### config.mk
export PLATFORM = sky130hd
export DESIGN_NAME = video_top
export DESIGN_NICKNAME = d
export VERILOG_FILES = /design/src/hdl/video_pkg.sv /design/src/hdl/video_timing.sv /design/src/hdl/video_fetch_ctrl.sv /design/src/hdl/video_fetch_buf.sv /design/src/hdl/video_dotgen.sv /design/src/hdl/video_top.sv
export SDC_FILE = /design/constraint.sdc
export NUM_CORES = 1
export LEC_CHECK = 0
export BUFFER_PORTS_ARGS = -buffer_cell sky130_fd_sc_hd__buf_4
export CORE_ASPECT_RATIO = 1.4
export CORE_MARGIN = 1.5
export CORE_UTILIZATION = 30
export CTS_CLUSTER_SIZE = 10
export DETAILED_ROUTE_END_ITERATION = 10
export PLACE_DENSITY = 0.53
export SLEW_MARGIN = 20
export SYNTH_ARGS = -nofsm -noshare
export SYNTH_HDL_FRONTEND = slang
export SYNTH_HIERARCHICAL = 1
export SYNTH_SLANG_ARGS = --single-unit
### constraint.sdc
create_clock -name wb_clock_i -period 1.95 [get_ports wb_clock_i]
set_input_delay 0.0975 -clock wb_clock_i [delete_from_list [all_inputs] [get_ports wb_clock_i]]
set_output_delay 0.0975 -clock wb_clock_i [all_outputs]
set_load 0.005 [all_outputs]
### src/hdl/video_pkg.sv
package video_pkg;

    // Raster geometry, fixed at build time
    localparam int PIXEL_DIV      = 2;   // Bus clocks per pixel
    localparam int CHAR_PIXELS    = 16;  // Pixels per character clock (two characters)
    localparam int H_TOTAL        = 12;  // Character clocks per line
    localparam int H_DISPLAY      = 8;   // Visible character clocks per line
    localparam int H_SYNC_START   = 9;   // First character clock of hsync
    localparam int H_SYNC_WIDTH   = 2;   // Hsync length in character clocks
    localparam int RA_TOTAL       = 10;  // Scanlines per text row
    localparam int GLYPH_LINES    = 8;   // Glyph height, lines below are blank
    localparam int V_ROWS_TOTAL   = 4;   // Text rows per frame
    localparam int V_ROWS_DISPLAY = 3;   // Visible text rows
    localparam int V_SYNC_ROW     = 3;   // Row where vsync begins
    localparam int V_SYNC_LINES   = 2;   // Vsync length in scanlines

    // Bus and address widths
    localparam int WB_ADDR_WIDTH   = 16;
    localparam int DATA_WIDTH      = 8;
    localparam int MA_WIDTH        = 10;  // Character-pair address
    localparam int RA_WIDTH        = 4;   // Scanline within a row
    localparam int ROM_INDEX_WIDTH = 11;  // graphic + code[6:0] + ra[2:0]

    // Counter widths derived from the geometry
    localparam int PRESC_WIDTH = $clog2(PIXEL_DIV);
    localparam int PIX_WIDTH   = $clog2(CHAR_PIXELS);
    localparam int H_WIDTH     = $clog2(H_TOTAL);
    localparam int ROW_WIDTH   = $clog2(V_ROWS_TOTAL);

    typedef logic [WB_ADDR_WIDTH-1:0] wb_addr_t;  // Bus address
    typedef logic [DATA_WIDTH-1:0]    byte_t;     // Bus data, screen code or glyph byte
    typedef logic [MA_WIDTH-1:0]      ma_t;
    typedef logic [RA_WIDTH-1:0]      ra_t;

    localparam wb_addr_t VRAM_BASE = 16'h8000;  // Screen RAM window
    localparam wb_addr_t VROM_BASE = 16'hC000;  // Character ROM window

    // Order of the four reads per character clock
    typedef enum logic [1:0] {
        EVEN_RAM,
        EVEN_ROM,
        ODD_RAM,
        ODD_ROM
    } fetch_stage_e;

    typedef enum logic [1:0] {
        IDLE,
        REQUEST,
        AWAIT_ACK
    } fetch_state_e;

    // Raster position and strobes, all active high
    typedef struct packed {
        ma_t  ma;
        ra_t  ra;
        logic de;
        logic h_sync;
        logic v_sync;
    } raster_t;

endpackage

### src/hdl/video_timing.sv
`timescale 1ns/100ps

module video_timing (
    input  logic               wb_clock_i,  // Bus clock
    input  logic               rst_n_i,     // Sync reset, active low
    output logic               pixel_en_o,  // One clock in PIXEL_DIV
    output logic               cclk_en_o,   // One clock per character pair
    output video_pkg::raster_t raster_o     // Position of the pair to fetch next
);
    import video_pkg::*;

    logic [PRESC_WIDTH-1:0] presc_q;  // Bus clocks within a pixel
    logic [PIX_WIDTH-1:0]   pix_q;    // Pixel within the character pair
    logic [H_WIDTH-1:0]     h_q;      // Character clock within the line
    ra_t                    ra_q;     // Scanline within the text row
    logic [ROW_WIDTH-1:0]   row_q;    // Text row within the frame
    logic                   line_end;
    logic                   row_end;
    logic                   frame_end;

    assign pixel_en_o = (presc_q == PRESC_WIDTH'(PIXEL_DIV - 1));
    assign cclk_en_o  = pixel_en_o && (pix_q == PIX_WIDTH'(CHAR_PIXELS - 1));
    assign line_end   = (h_q == H_WIDTH'(H_TOTAL - 1));
    assign row_end    = (ra_q == RA_WIDTH'(RA_TOTAL - 1));
    assign frame_end  = (row_q == ROW_WIDTH'(V_ROWS_TOTAL - 1));

    // Pixel prescaler and pixel counter
    always_ff @(posedge wb_clock_i) begin
        if (!rst_n_i) begin
            presc_q <= '0;
            pix_q   <= '0;
        end else begin
            if (pixel_en_o) begin
                presc_q <= '0;
            end else begin
                presc_q <= presc_q + 1'b1;
            end
            if (cclk_en_o) begin
                pix_q <= '0;                  // Wrap at the pair boundary
            end else if (pixel_en_o) begin
                pix_q <= pix_q + 1'b1;
            end
        end
    end

    // Horizontal, scanline and row counters step on the character clock
    always_ff @(posedge wb_clock_i) begin
        if (!rst_n_i) begin
            h_q   <= '0;
            ra_q  <= '0;
            row_q <= '0;
        end else if (cclk_en_o) begin
            if (!line_end) begin
                h_q <= h_q + 1'b1;
            end else begin
                h_q <= '0;
                if (!row_end) begin
                    ra_q <= ra_q + 1'b1;
                end else begin
                    ra_q  <= '0;
                    row_q <= frame_end ? '0 : row_q + 1'b1;
                end
            end
        end
    end

    // Decode of the counters, moves only in the clock after cclk_en
    always_comb begin
        raster_o.ma     = ma_t'(row_q) * ma_t'(H_DISPLAY) + ma_t'(h_q);
        raster_o.ra     = ra_q;
        raster_o.de     = (h_q < H_WIDTH'(H_DISPLAY)) &&
                          (row_q < ROW_WIDTH'(V_ROWS_DISPLAY));
        raster_o.h_sync = (h_q >= H_WIDTH'(H_SYNC_START)) &&
                          (h_q < H_WIDTH'(H_SYNC_START + H_SYNC_WIDTH));
        raster_o.v_sync = (row_q == ROW_WIDTH'(V_SYNC_ROW)) &&
                          (ra_q < RA_WIDTH'(V_SYNC_LINES));  // First lines of the sync row
    end

    ra_range_a: assert property (@(posedge wb_clock_i) disable iff (!rst_n_i)
        ra_q < RA_WIDTH'(RA_TOTAL));

    // Visible window must map inside the screen RAM in use
    ma_visible_a: assert property (@(posedge wb_clock_i) disable iff (!rst_n_i)
        raster_o.de |-> raster_o.ma < ma_t'(V_ROWS_DISPLAY * H_DISPLAY));

endmodule

### src/hdl/video_fetch_ctrl.sv
`timescale 1ns/100ps

module video_fetch_ctrl (
    input  logic                    wb_clock_i,   // Bus clock
    input  logic                    rst_n_i,      // Sync reset, active low
    input  logic                    cclk_en_i,    // Starts the fetch of one pair
    input  video_pkg::raster_t      raster_i,     // Position of the pair to fetch
    input  logic                    graphic_i,    // Character set select
    input  video_pkg::byte_t        even_code_i,  // Captured even screen code
    input  video_pkg::byte_t        odd_code_i,   // Captured odd screen code
    input  logic                    wb_stall_i,   // Slave not ready for a request
    input  logic                    wb_ack_i,     // Read data valid
    output video_pkg::wb_addr_t     wb_addr_o,    // Read address
    output logic                    wb_cyc_o,     // Bus cycle held from the first request
    output logic                    wb_stb_o,     // Request valid
    output logic                    wb_we_o,      // Always read
    output logic                    cap_en_o,     // Capture strobe for the buffer
    output video_pkg::fetch_stage_e stage_o       // Which byte is being read
);
    import video_pkg::*;

    fetch_state_e                state_q;
    fetch_stage_e                stage_q;
    raster_t                     raster_q;   // Pair position held for the four reads
    logic                        graphic_q;  // Charset held for the four reads
    logic                        cyc_q;
    logic [MA_WIDTH:0]           ram_offset;
    byte_t                       rom_code;
    logic [ROM_INDEX_WIDTH-1:0]  rom_index;

    assign wb_cyc_o = cyc_q;
    assign wb_stb_o = (state_q == REQUEST);
    assign wb_we_o  = 1'b0;
    assign cap_en_o = (state_q == AWAIT_ACK) && wb_ack_i;
    assign stage_o  = stage_q;

    // Two bytes per pair in VRAM, even first
    assign ram_offset = {raster_q.ma, stage_q == ODD_RAM};
    assign rom_code   = (stage_q == EVEN_ROM) ? even_code_i : odd_code_i;
    // Bit 7 of the code is reverse video, not part of the glyph index
    assign rom_index  = {graphic_q, rom_code[6:0], raster_q.ra[2:0]};

    // Address depends on registered values only, so it holds under stall
    always_comb begin
        case (stage_q)
            EVEN_RAM, ODD_RAM: wb_addr_o = VRAM_BASE + wb_addr_t'(ram_offset);
            default:           wb_addr_o = VROM_BASE + wb_addr_t'(rom_index);
        endcase
    end

    always_ff @(posedge wb_clock_i) begin
        if (!rst_n_i) begin
            state_q <= IDLE;
            stage_q <= EVEN_RAM;
            cyc_q   <= 1'b0;
        end else begin
            case (state_q)
                IDLE: begin
                    if (cclk_en_i) begin
                        state_q <= REQUEST;
                        stage_q <= EVEN_RAM;
                        cyc_q   <= 1'b1;     // Never dropped again
                    end
                end

                REQUEST: begin
                    if (!wb_stall_i) begin
                        state_q <= AWAIT_ACK;  // Request taken
                    end
                end

                AWAIT_ACK: begin
                    if (wb_ack_i) begin
                        if (stage_q == ODD_ROM) begin
                            state_q <= IDLE;   // Pair complete
                        end else begin
                            state_q <= REQUEST;
                            stage_q <= fetch_stage_e'(stage_q + 2'd1);
                        end
                    end
                end

                default: state_q <= IDLE;
            endcase
        end
    end

    // Timing moves on at cclk_en, keep a private copy
    always_ff @(posedge wb_clock_i) begin
        if (state_q == IDLE && cclk_en_i) begin
            raster_q  <= raster_i;
            graphic_q <= graphic_i;
        end
    end

    // All four reads must finish within one character clock
    idle_at_cclk_a: assert property (@(posedge wb_clock_i) disable iff (!rst_n_i)
        cclk_en_i |-> state_q == IDLE);

    // Back-pressure keeps the request on the bus unchanged
    stall_hold_a: assert property (@(posedge wb_clock_i) disable iff (!rst_n_i)
        (wb_stb_o && wb_stall_i) |=> (wb_stb_o && $stable(wb_addr_o)));

endmodule

### src/hdl/video_fetch_buf.sv
`timescale 1ns/100ps

module video_fetch_buf (
    input  logic                               wb_clock_i,   // Bus clock
    input  logic                               rst_n_i,      // Sync reset, active low
    input  logic                               cap_en_i,     // Ack of the current read
    input  video_pkg::fetch_stage_e            stage_i,      // Slot for the read data
    input  video_pkg::byte_t                   wb_data_i,    // Read data
    input  logic                               cclk_en_i,    // Pair boundary
    output video_pkg::byte_t                   even_code_o,  // For the even ROM address
    output video_pkg::byte_t                   odd_code_o,   // For the odd ROM address
    output logic [video_pkg::CHAR_PIXELS-1:0]  glyph_o,      // Even byte high, odd byte low
    output logic [1:0]                         reverse_o     // [1] even, [0] odd
);
    import video_pkg::*;

    byte_t cap_q [4];  // One slot per fetch stage
    logic  full_q;     // All four bytes of the pair are in

    assign even_code_o = cap_q[EVEN_RAM];
    assign odd_code_o  = cap_q[ODD_RAM];

    // Capture slots, overwritten by the next pair after the dot generator loads
    always_ff @(posedge wb_clock_i) begin
        if (cap_en_i) begin
            cap_q[stage_i] <= wb_data_i;
        end
    end

    // Set by the last read of a pair, consumed at the next character clock
    always_ff @(posedge wb_clock_i) begin
        if (!rst_n_i) begin
            full_q <= 1'b0;
        end else if (cclk_en_i) begin
            full_q <= 1'b0;
        end else if (cap_en_i && stage_i == ODD_ROM) begin
            full_q <= 1'b1;
        end
    end

    // Incomplete pair is handed over as blank
    always_comb begin
        if (full_q) begin
            glyph_o   = {cap_q[EVEN_ROM], cap_q[ODD_ROM]};
            reverse_o = {cap_q[EVEN_RAM][7], cap_q[ODD_RAM][7]};  // Bit 7 selects reverse
        end else begin
            glyph_o   = '0;
            reverse_o = '0;
        end
    end

endmodule

### src/hdl/video_dotgen.sv
`timescale 1ns/100ps

module video_dotgen (
    input  logic                              wb_clock_i,    // Bus clock
    input  logic                              rst_n_i,       // Sync reset, active low
    input  logic                              pixel_en_i,    // Advance one pixel
    input  logic                              cclk_en_i,     // Load the next pair
    input  logic [video_pkg::CHAR_PIXELS-1:0] glyph_i,       // Even byte high, odd byte low
    input  logic [1:0]                        reverse_i,     // [1] even, [0] odd
    input  video_pkg::raster_t                raster_i,      // Position of the pair in fetch
    input  logic                              config_crt_i,  // 0 = 12" CRT, 1 = 9" CRT
    output logic                              h_sync_o,      // Horizontal sync
    output logic                              v_sync_o,      // Vertical sync
    output logic                              video_o        // Pixel out
);
    import video_pkg::*;

    localparam int HALF = CHAR_PIXELS / 2;

    logic [CHAR_PIXELS-1:0] shift_q;   // MSB is the pixel on screen
    raster_t                raster_q;  // Raster of the pair being fetched
    logic                   gate_q;    // Display enable minus blank scanlines
    logic                   h_sync_q;
    logic                   v_sync_q;

    // Reverse is folded in at load, one bit per character half
    always_ff @(posedge wb_clock_i) begin
        if (cclk_en_i) begin
            shift_q <= glyph_i ^ {{HALF{reverse_i[1]}}, {HALF{reverse_i[0]}}};
        end else if (pixel_en_i) begin
            shift_q <= {shift_q[CHAR_PIXELS-2:0], 1'b0};  // MSB first
        end
    end

    // Syncs and gate lag the fetch by one character clock
    always_ff @(posedge wb_clock_i) begin
        if (!rst_n_i) begin
            raster_q <= '0;
            gate_q   <= 1'b0;
            h_sync_q <= 1'b0;
            v_sync_q <= 1'b0;
        end else if (cclk_en_i) begin
            gate_q   <= raster_q.de && (raster_q.ra < RA_WIDTH'(GLYPH_LINES));
            h_sync_q <= raster_q.h_sync;
            v_sync_q <= raster_q.v_sync;
            raster_q <= raster_i;        // Pair whose bytes are now being read
        end
    end

    // 12" CRT wants low syncs and high video, the 9" the opposite
    assign h_sync_o = h_sync_q ^ ~config_crt_i;
    assign v_sync_o = v_sync_q ^ ~config_crt_i;
    assign video_o  = (shift_q[CHAR_PIXELS-1] & gate_q) ^ config_crt_i;

endmodule

### src/hdl/video_top.sv
`timescale 1ns/100ps

module video_top (
    input  logic                wb_clock_i,    // Bus clock
    input  logic                rst_n_i,       // Sync reset, active low
    input  logic                graphic_i,     // Character set select
    input  logic                config_crt_i,  // 0 = 12" CRT, 1 = 9" CRT
    output video_pkg::wb_addr_t wb_addr_o,     // Wishbone master, pipelined B4
    output logic                wb_cyc_o,
    output logic                wb_stb_o,
    output logic                wb_we_o,
    input  video_pkg::byte_t    wb_data_i,
    input  logic                wb_stall_i,
    input  logic                wb_ack_i,
    output logic                h_sync_o,      // Horizontal sync
    output logic                v_sync_o,      // Vertical sync
    output logic                video_o        // Pixel out
);
    import video_pkg::*;

    logic                   pixel_en;
    logic                   cclk_en;
    raster_t                raster;
    logic                   cap_en;
    fetch_stage_e           stage;
    byte_t                  even_code;
    byte_t                  odd_code;
    logic [CHAR_PIXELS-1:0] glyph;
    logic [1:0]             reverse;

    video_timing u_timing (
        .wb_clock_i (wb_clock_i),
        .rst_n_i    (rst_n_i),
        .pixel_en_o (pixel_en),
        .cclk_en_o  (cclk_en),
        .raster_o   (raster)
    );

    video_fetch_ctrl u_fetch_ctrl (
        .wb_clock_i  (wb_clock_i),
        .rst_n_i     (rst_n_i),
        .cclk_en_i   (cclk_en),
        .raster_i    (raster),
        .graphic_i   (graphic_i),
        .even_code_i (even_code),
        .odd_code_i  (odd_code),
        .wb_stall_i  (wb_stall_i),
        .wb_ack_i    (wb_ack_i),
        .wb_addr_o   (wb_addr_o),
        .wb_cyc_o    (wb_cyc_o),
        .wb_stb_o    (wb_stb_o),
        .wb_we_o     (wb_we_o),
        .cap_en_o    (cap_en),
        .stage_o     (stage)
    );

    video_fetch_buf u_fetch_buf (
        .wb_clock_i  (wb_clock_i),
        .rst_n_i     (rst_n_i),
        .cap_en_i    (cap_en),
        .stage_i     (stage),
        .wb_data_i   (wb_data_i),
        .cclk_en_i   (cclk_en),
        .even_code_o (even_code),
        .odd_code_o  (odd_code),
        .glyph_o     (glyph),
        .reverse_o   (reverse)
    );

    video_dotgen u_dotgen (
        .wb_clock_i   (wb_clock_i),
        .rst_n_i      (rst_n_i),
        .pixel_en_i   (pixel_en),
        .cclk_en_i    (cclk_en),
        .glyph_i      (glyph),
        .reverse_i    (reverse),
        .raster_i     (raster),
        .config_crt_i (config_crt_i),
        .h_sync_o     (h_sync_o),
        .v_sync_o     (v_sync_o),
        .video_o      (video_o)
    );

endmodule

### After elaboration in Yosys (flattened, before gate mapping)

Memory sizes are Yosys's and may differ from the RTL's.
Index checks and enable logic that the tools add are counted.

* memory bits (writable): 32
* bits in registers: 61
* memories kept: 1
* input port bits: 14
* logic and storage cells: 96
* output and inout port bits: 22

Memory list
* u_fetch_buf.cap_q: words 4, width 8, rd ports 4, clocked after Yosys merged registers in 0, write ports 1, line video_fetch_buf.sv:17 `byte_t cap_q [4];`

* reduce and logical (&&, ||, !) cells: 20
* multiplexer cells: 20
* equality and inequality tests: 13
* add/sub/neg operators: 9
* $lt $le $gt $ge: 6
* bitwise logic cells: 7

Operator list (count)
* 16-bit two-way mux: 4
* 15-bit by 12-bit adder with 16-bit output, first input constant: 1
* 16-bit by 11-bit adder with 16-bit output, first input constant: 1
* 2-bit two-way mux: 8
* 16-bit XOR: 1
* 4-bit by 1-bit adder with 4-bit output, second input constant: 3
* 4-bit equality test, second input constant: 3
* 4-bit < comparator, second input constant: 3
* 2-bit equality test, second input constant: 4
* 1-bit logical AND: 8
* 4-bit two-way mux: 2
* 7-bit two-way mux: 1
* 5-bit by 4-bit adder with 6-bit output: 1
* 2-bit != test, second input constant: 3
* 2-bit one-hot mux with 3 select lines: 1
* 3-bit AND reduction: 2
* 2-bit OR reduction: 3
* 2-bit by 1-bit adder with 2-bit output, second input constant: 2
* 2-bit by 1-bit equality test with 1-bit output, second input constant: 2
* 4-bit greater-or-equal comparator, second input constant: 1
* 2-bit zero test: 2
* 4-bit by 2-bit < comparator with 1-bit output, second input constant: 1
* 2-bit one-hot mux with 2 select lines: 1
* 2-bit AND reduction: 2
* 9 further kinds: 15

### Logic depth before layout (Yosys ltp)

* word-level depth: 4
* depth in mapped cells: 7
* gate-level depth less buffers: 6

### Hierarchy

Netlist, hierarchy kept.

Modules (own cells, without submodules)
* video_dotgen: cells each 96, area an instance 1183.6 um^2, instances 1
* video_fetch_buf: cells each 59, area an instance 1171.1 um^2, instances 1
* video_fetch_ctrl: cells each 81, area an instance 942.2 um^2, instances 1
* video_timing: cells each 106, area an instance 885.8 um^2, instances 1

### Least setup slack after synthesis

Ideal clock, no wire load.

* path type: flip-flop to flip-flop
* start: register u_timing.pix_q[0]
* end: register u_fetch_ctrl.graphic_q (enable)
* library setup time: 0.386 ns
* data required time: 1.564 ns
* period minus slack after synthesis: 2.072 ns
* slack: -0.122 ns
* data arrival time: 1.686 ns
* stages on the path, launching flop included: 6
* path through: dfxtp_1 -> ha_1 -> nand4_2 -> inv_2 -> nand2b_1 -> nor2_1

* longest elaborated chain between the ends: 3

Ends and longest elaborated chain
* from (decl): line video_timing.sv:13 `logic [PIX_WIDTH-1:0] pix_q;`
* from (signal assigned): line video_timing.sv:41 `pix_q <= pix_q + 1'b1;`
* 4-bit equality test: line video_timing.sv:22 `assign cclk_en_o = pixel_en_o && (pix_q == PIX_WIDTH'(CHAR_PIXELS - 1));`
* 1-bit logical AND: line video_timing.sv:22
* named net cclk_en: line video_top.sv:22 `logic cclk_en;`
* 1-bit logical AND: line video_fetch_ctrl.sv:90 `if (state_q == IDLE && cclk_en_i) begin`
* to (signal assigned): line video_fetch_ctrl.sv:92 `graphic_q <= graphic_i;`
* to (decl): line video_fetch_ctrl.sv:25 `logic graphic_q;`

The timed path passes the listed nets, and every way through them passes these cells.
A chain may end at the register's enable or synchronous reset.

### Final worst setup path

* start: register u_fetch_ctrl.stage_q[1], in the netlist u_fetch_ctrl/stage_o[1]
* end: output wb_addr_o[1]

* longest elaborated chain between the ends: 3
* elaborated cells between the ends (all ways): 5
* those cells by class: 1 x add/sub; 1 x eq/ne; 1 x mux; 2 x reduce/logical

Ends and longest elaborated chain
* from (decl): line video_fetch_ctrl.sv:23 `fetch_stage_e stage_q;`
* from (signal assigned): line video_fetch_ctrl.sv:78 `stage_q <= fetch_stage_e'(stage_q + 2'd1);`
* 2-bit equality test / 2-bit zero test (equally long branches): line video_fetch_ctrl.sv:38, video_fetch_ctrl.sv:45
* 16-bit by 11-bit adder with 16-bit output / 2-bit OR reduction (equally long branches): line video_fetch_ctrl.sv:46, video_fetch_ctrl.sv:45
* 16-bit two-way mux *: line video_fetch_ctrl.sv:45 `case (stage_q)`
* to (decl): line video_top.sv:8 `output video_pkg::wb_addr_t wb_addr_o,`

Mark *: on every way between the ends. The rest lies on a longest branch, timed or not.

==> out/results.tsv <==
stage	metric	value	unit
finish	area of the multi-input gates	1540	um2
synth	Post-synth EDFFs	62	
grt	vias in the first global route	2534	
grt	total global-route track usage	0.112	
route	vias per std cell	4.38	
floorplan	row count	50	
finish	fin nets	408	
grt	initial antenna violation count	0	
pwr	Comb power frac	0.030	
pwr	Net Sw Frac	0.200	
floorplan	I/O pin count	36	
critical_path	crit path capture type	output port	
pwr	Clock power frac	0.437	
critical_path	Crit Path Class	flop to output port	
synth	Synth cell types	54	
finish	most common cell after layout, fill and taps aside	edfxtp_1	
synth	Ys Warns	6	
clocking	cts bufs inserted	9	
route	Vias	2497	
place	port bufs	30	
synth	leading area contributor after synthesis	edfxtp_1	
critical_path	CP max FO	10	
clocking	H-tree depth	3	
floorplan	Initial Utilization	0.310	
synth	mux share of post-synthesis cell area	0.0416	
sta	Setup TNS Final	0	ns
synth	largest family of logic cells by synthesized area	simple AND/OR/NAND/NOR gates	
finish	most frequent cells in the layout	62 x edfxtp_1, 39 x buf_4, 28 x nor2_1	
synth	Cells after Synth	342	
critical_path	Worst EP arrival	1.71	ns
grt	Overflow after GRT	0	
synth	post-synthesis average cell area	12.2	um2
sta	fin crit period	1.80	ns
grt	met2 Track Usage GR	0.207	
synth	#FFs+latches synth	90	
floorplan	die width	103	um
sta	final hold vios	0	
pwr	power per cell area	785	nW/um2
sta	Worst Skew	0.00587	ns
finish	# diodes	0	
sta	# setup viols final	0	
route	DRT Wirelength	7630	um
grt	GR peak layer	met2	
job	max_cap viols	0	
outcome	status	finished, final reports clean	
route	Detailed Route Iter0 Violations	79	
floorplan	Die Span Y	143	um
clocking	Root Buffer	clkbuf_16	
pwr	Max IR drop VDD	0.343	mV
sta	post-route clock period utilization	0.925	
place	Placer Congestion	0.729	
clocking	CTS Sinks	90	
synth	Synth async-reset ratio	0	
pwr	Internal Dissipation	3110	uW
sta	Slew Limit Fails	0	
synth	Post-Synth Simple-Gate Area	0.154	
route	WL/cell	13.4	um
pwr	switching pwr	777	uW
synth	Syn Std Cell Area	4180	um2
place	hpwl dp	5510	um
finish	post-route core utilization	0.366	
pwr	static leakage	0.00177	uW
route	DRC	0	
sta	RSZ-0062 raised after global routing	no	
clocking	Longest Clk Path Bufs	2	
route	remaining antenna violation count	0	
sta	hold_ws	0.0927	ns
synth	register area share after synthesis	0.579	
synth	XOR/XNOR Fraction of Synth Area	0.0440	
pwr	sequential cell fraction of total power	0.533	
route	drt first pass iters	4	
hold_path	Hold Path Class	primary input to flop	
clocking	clk slew on worst S/H paths	0.06	ns
clocking	worst skew pair latency	0.34	ns
sta	Max Clock Freq	555	MHz
floorplan	core area	13500	um2
grt	met1 usage	0.119	
finish	synth-to-layout area growth	18.4	%
floorplan	die area	14700	um2
critical_path	Setup crit start kind	flop	
grt	grt met3 use	0.0299	
grt	first-pass GRT wire length	12300	um
critical_path	worst path required time	1.85	ns
clocking	CTS tree	built	
synth	Yosys top cell area share	0.445	
finish	Fill cells	1378	
grt	pin count of the biggest net entering global routing	33	
synth	Compound-Gate Fraction of Synth Area	0.0864	
finish	fraction of layout cells with a size suffix above 1	0.258	
synth	post-synthesis adder-cell area fraction	0.0329	
synth	top cells by area, synth	edfxtp_1 45%, dfxtp_1 13%, xnor2_1 4.0%	
synth	Main synth FF type	edfxtp_1	
finish	sequential cell area	2430	um2
-- critical path, cell delays in order (launching register included) --
cell and delay (ns):
dfxtp_4 0.38, inv_1 0.07, ha_1 0.21, nor2_4 0.11
buf_12 0.14, mux2_2 0.33, buf_4 0.13
-- power groups by stage --
stage,Clock [uW],Sequential (uW),Combinational [uW]
6_report,1700,2070,116
5_1_grt,1840,2070,130
2_1_floorplan,0,2110,64.1
3_5_place_dp,0,2110,103
3_3_place_gp,0,2110,100
4_1_cts,1780,2070,117
-- registers in the layout (all words and copies together) (netlist names), 2 cells and up --
register and cells:
u_fetch_buf/cap_q 32, u_dotgen/shift_q 16, u_fetch_ctrl/ram_offset 10, u_dotgen/raster_q 4, u_timing/h_q 4, u_timing/pix_q 4
u_timing/ra_q 4, u_fetch_ctrl/raster_q 3, u_fetch_ctrl/stage_o 2, u_fetch_ctrl/state_q 2, u_timing/row_q 2
-- synth_stat cells (all sizes together), types with 4 or more instances --
library cell	n
ha	11
nor2b	10
edfxtp	62
clkbuf	4
buf	22
and2	19
dfxtp	28
o21ai	9
nand2	15
nand3	5
mux2i	14
inv	11
xnor2	19
a21oi	33
nor2	34
-- metrics by stage --
stage	cell area, um2	cells	setup slack, ns	power, uW
floorplan	4210	348	0.107	2180
global placement	4540	544	0.320	2210
detailed placement	4540	544	0.276	2220
CTS	4950	570	0.0883	3970
global route	4950	570	0.0261	4040
finish	4950	570	0.147	3890
-- final cells by class --
class	instances	area share
inverters	11	0.00834
multi-input cells	221	0.311
clock inverters	6	0.0131
repair buffers	50	0.0854
flip-flops and latches	90	0.490
clock buffers	10	0.0462
well taps	182	0.0460
-- logic make-up after synthesis --
kind of cell / Yosys count
adder cells (fa/ha/maj): 11
buffers and inverters: 37
multiplexers: 17
XOR/XNOR: 21
AND/OR/NAND/NOR: 108
AO/OA/AOI/OAI: 55
flip-flops: 90
other: 3
-- worst paths after layout --
path	depth (start not counted)	slack, ns	endpoint	startpoint
max	6	0.15	wb_addr_o[1]	u_fetch_ctrl/stage_o[1]$_SDFFE_PN0P_
min	2	0.09	u_fetch_ctrl/state_q[0]$_SDFFE_PN0P_	rst_n_i
max reg2reg	4	0.27	u_timing/ra_q[3]$_SDFFE_PN0P_	u_timing/h_q[0]$_SDFFE_PN0P_
min reg2reg	2	0.47	u_dotgen/gate_q$_SDFFE_PN0P_	u_dotgen/gate_q$_SDFFE_PN0P_
-- per-layer routing --
metal,share of wire,wire length [um]
met1,0.41,3100
met4,0.014,105
met3,0.027,206
met2,0.55,4220
met5,0,0
-- timing repair --
item,4_1_cts,5_1_grt
cloned,0,0
pin swaps,1,0
endpoints found under the setup margin,9,1
resized for setup,2,1
endpoints found under the hold margin,33,0
hold buffers,9,0
buffers inserted,1,0
(Power assumes the default switching activity.)
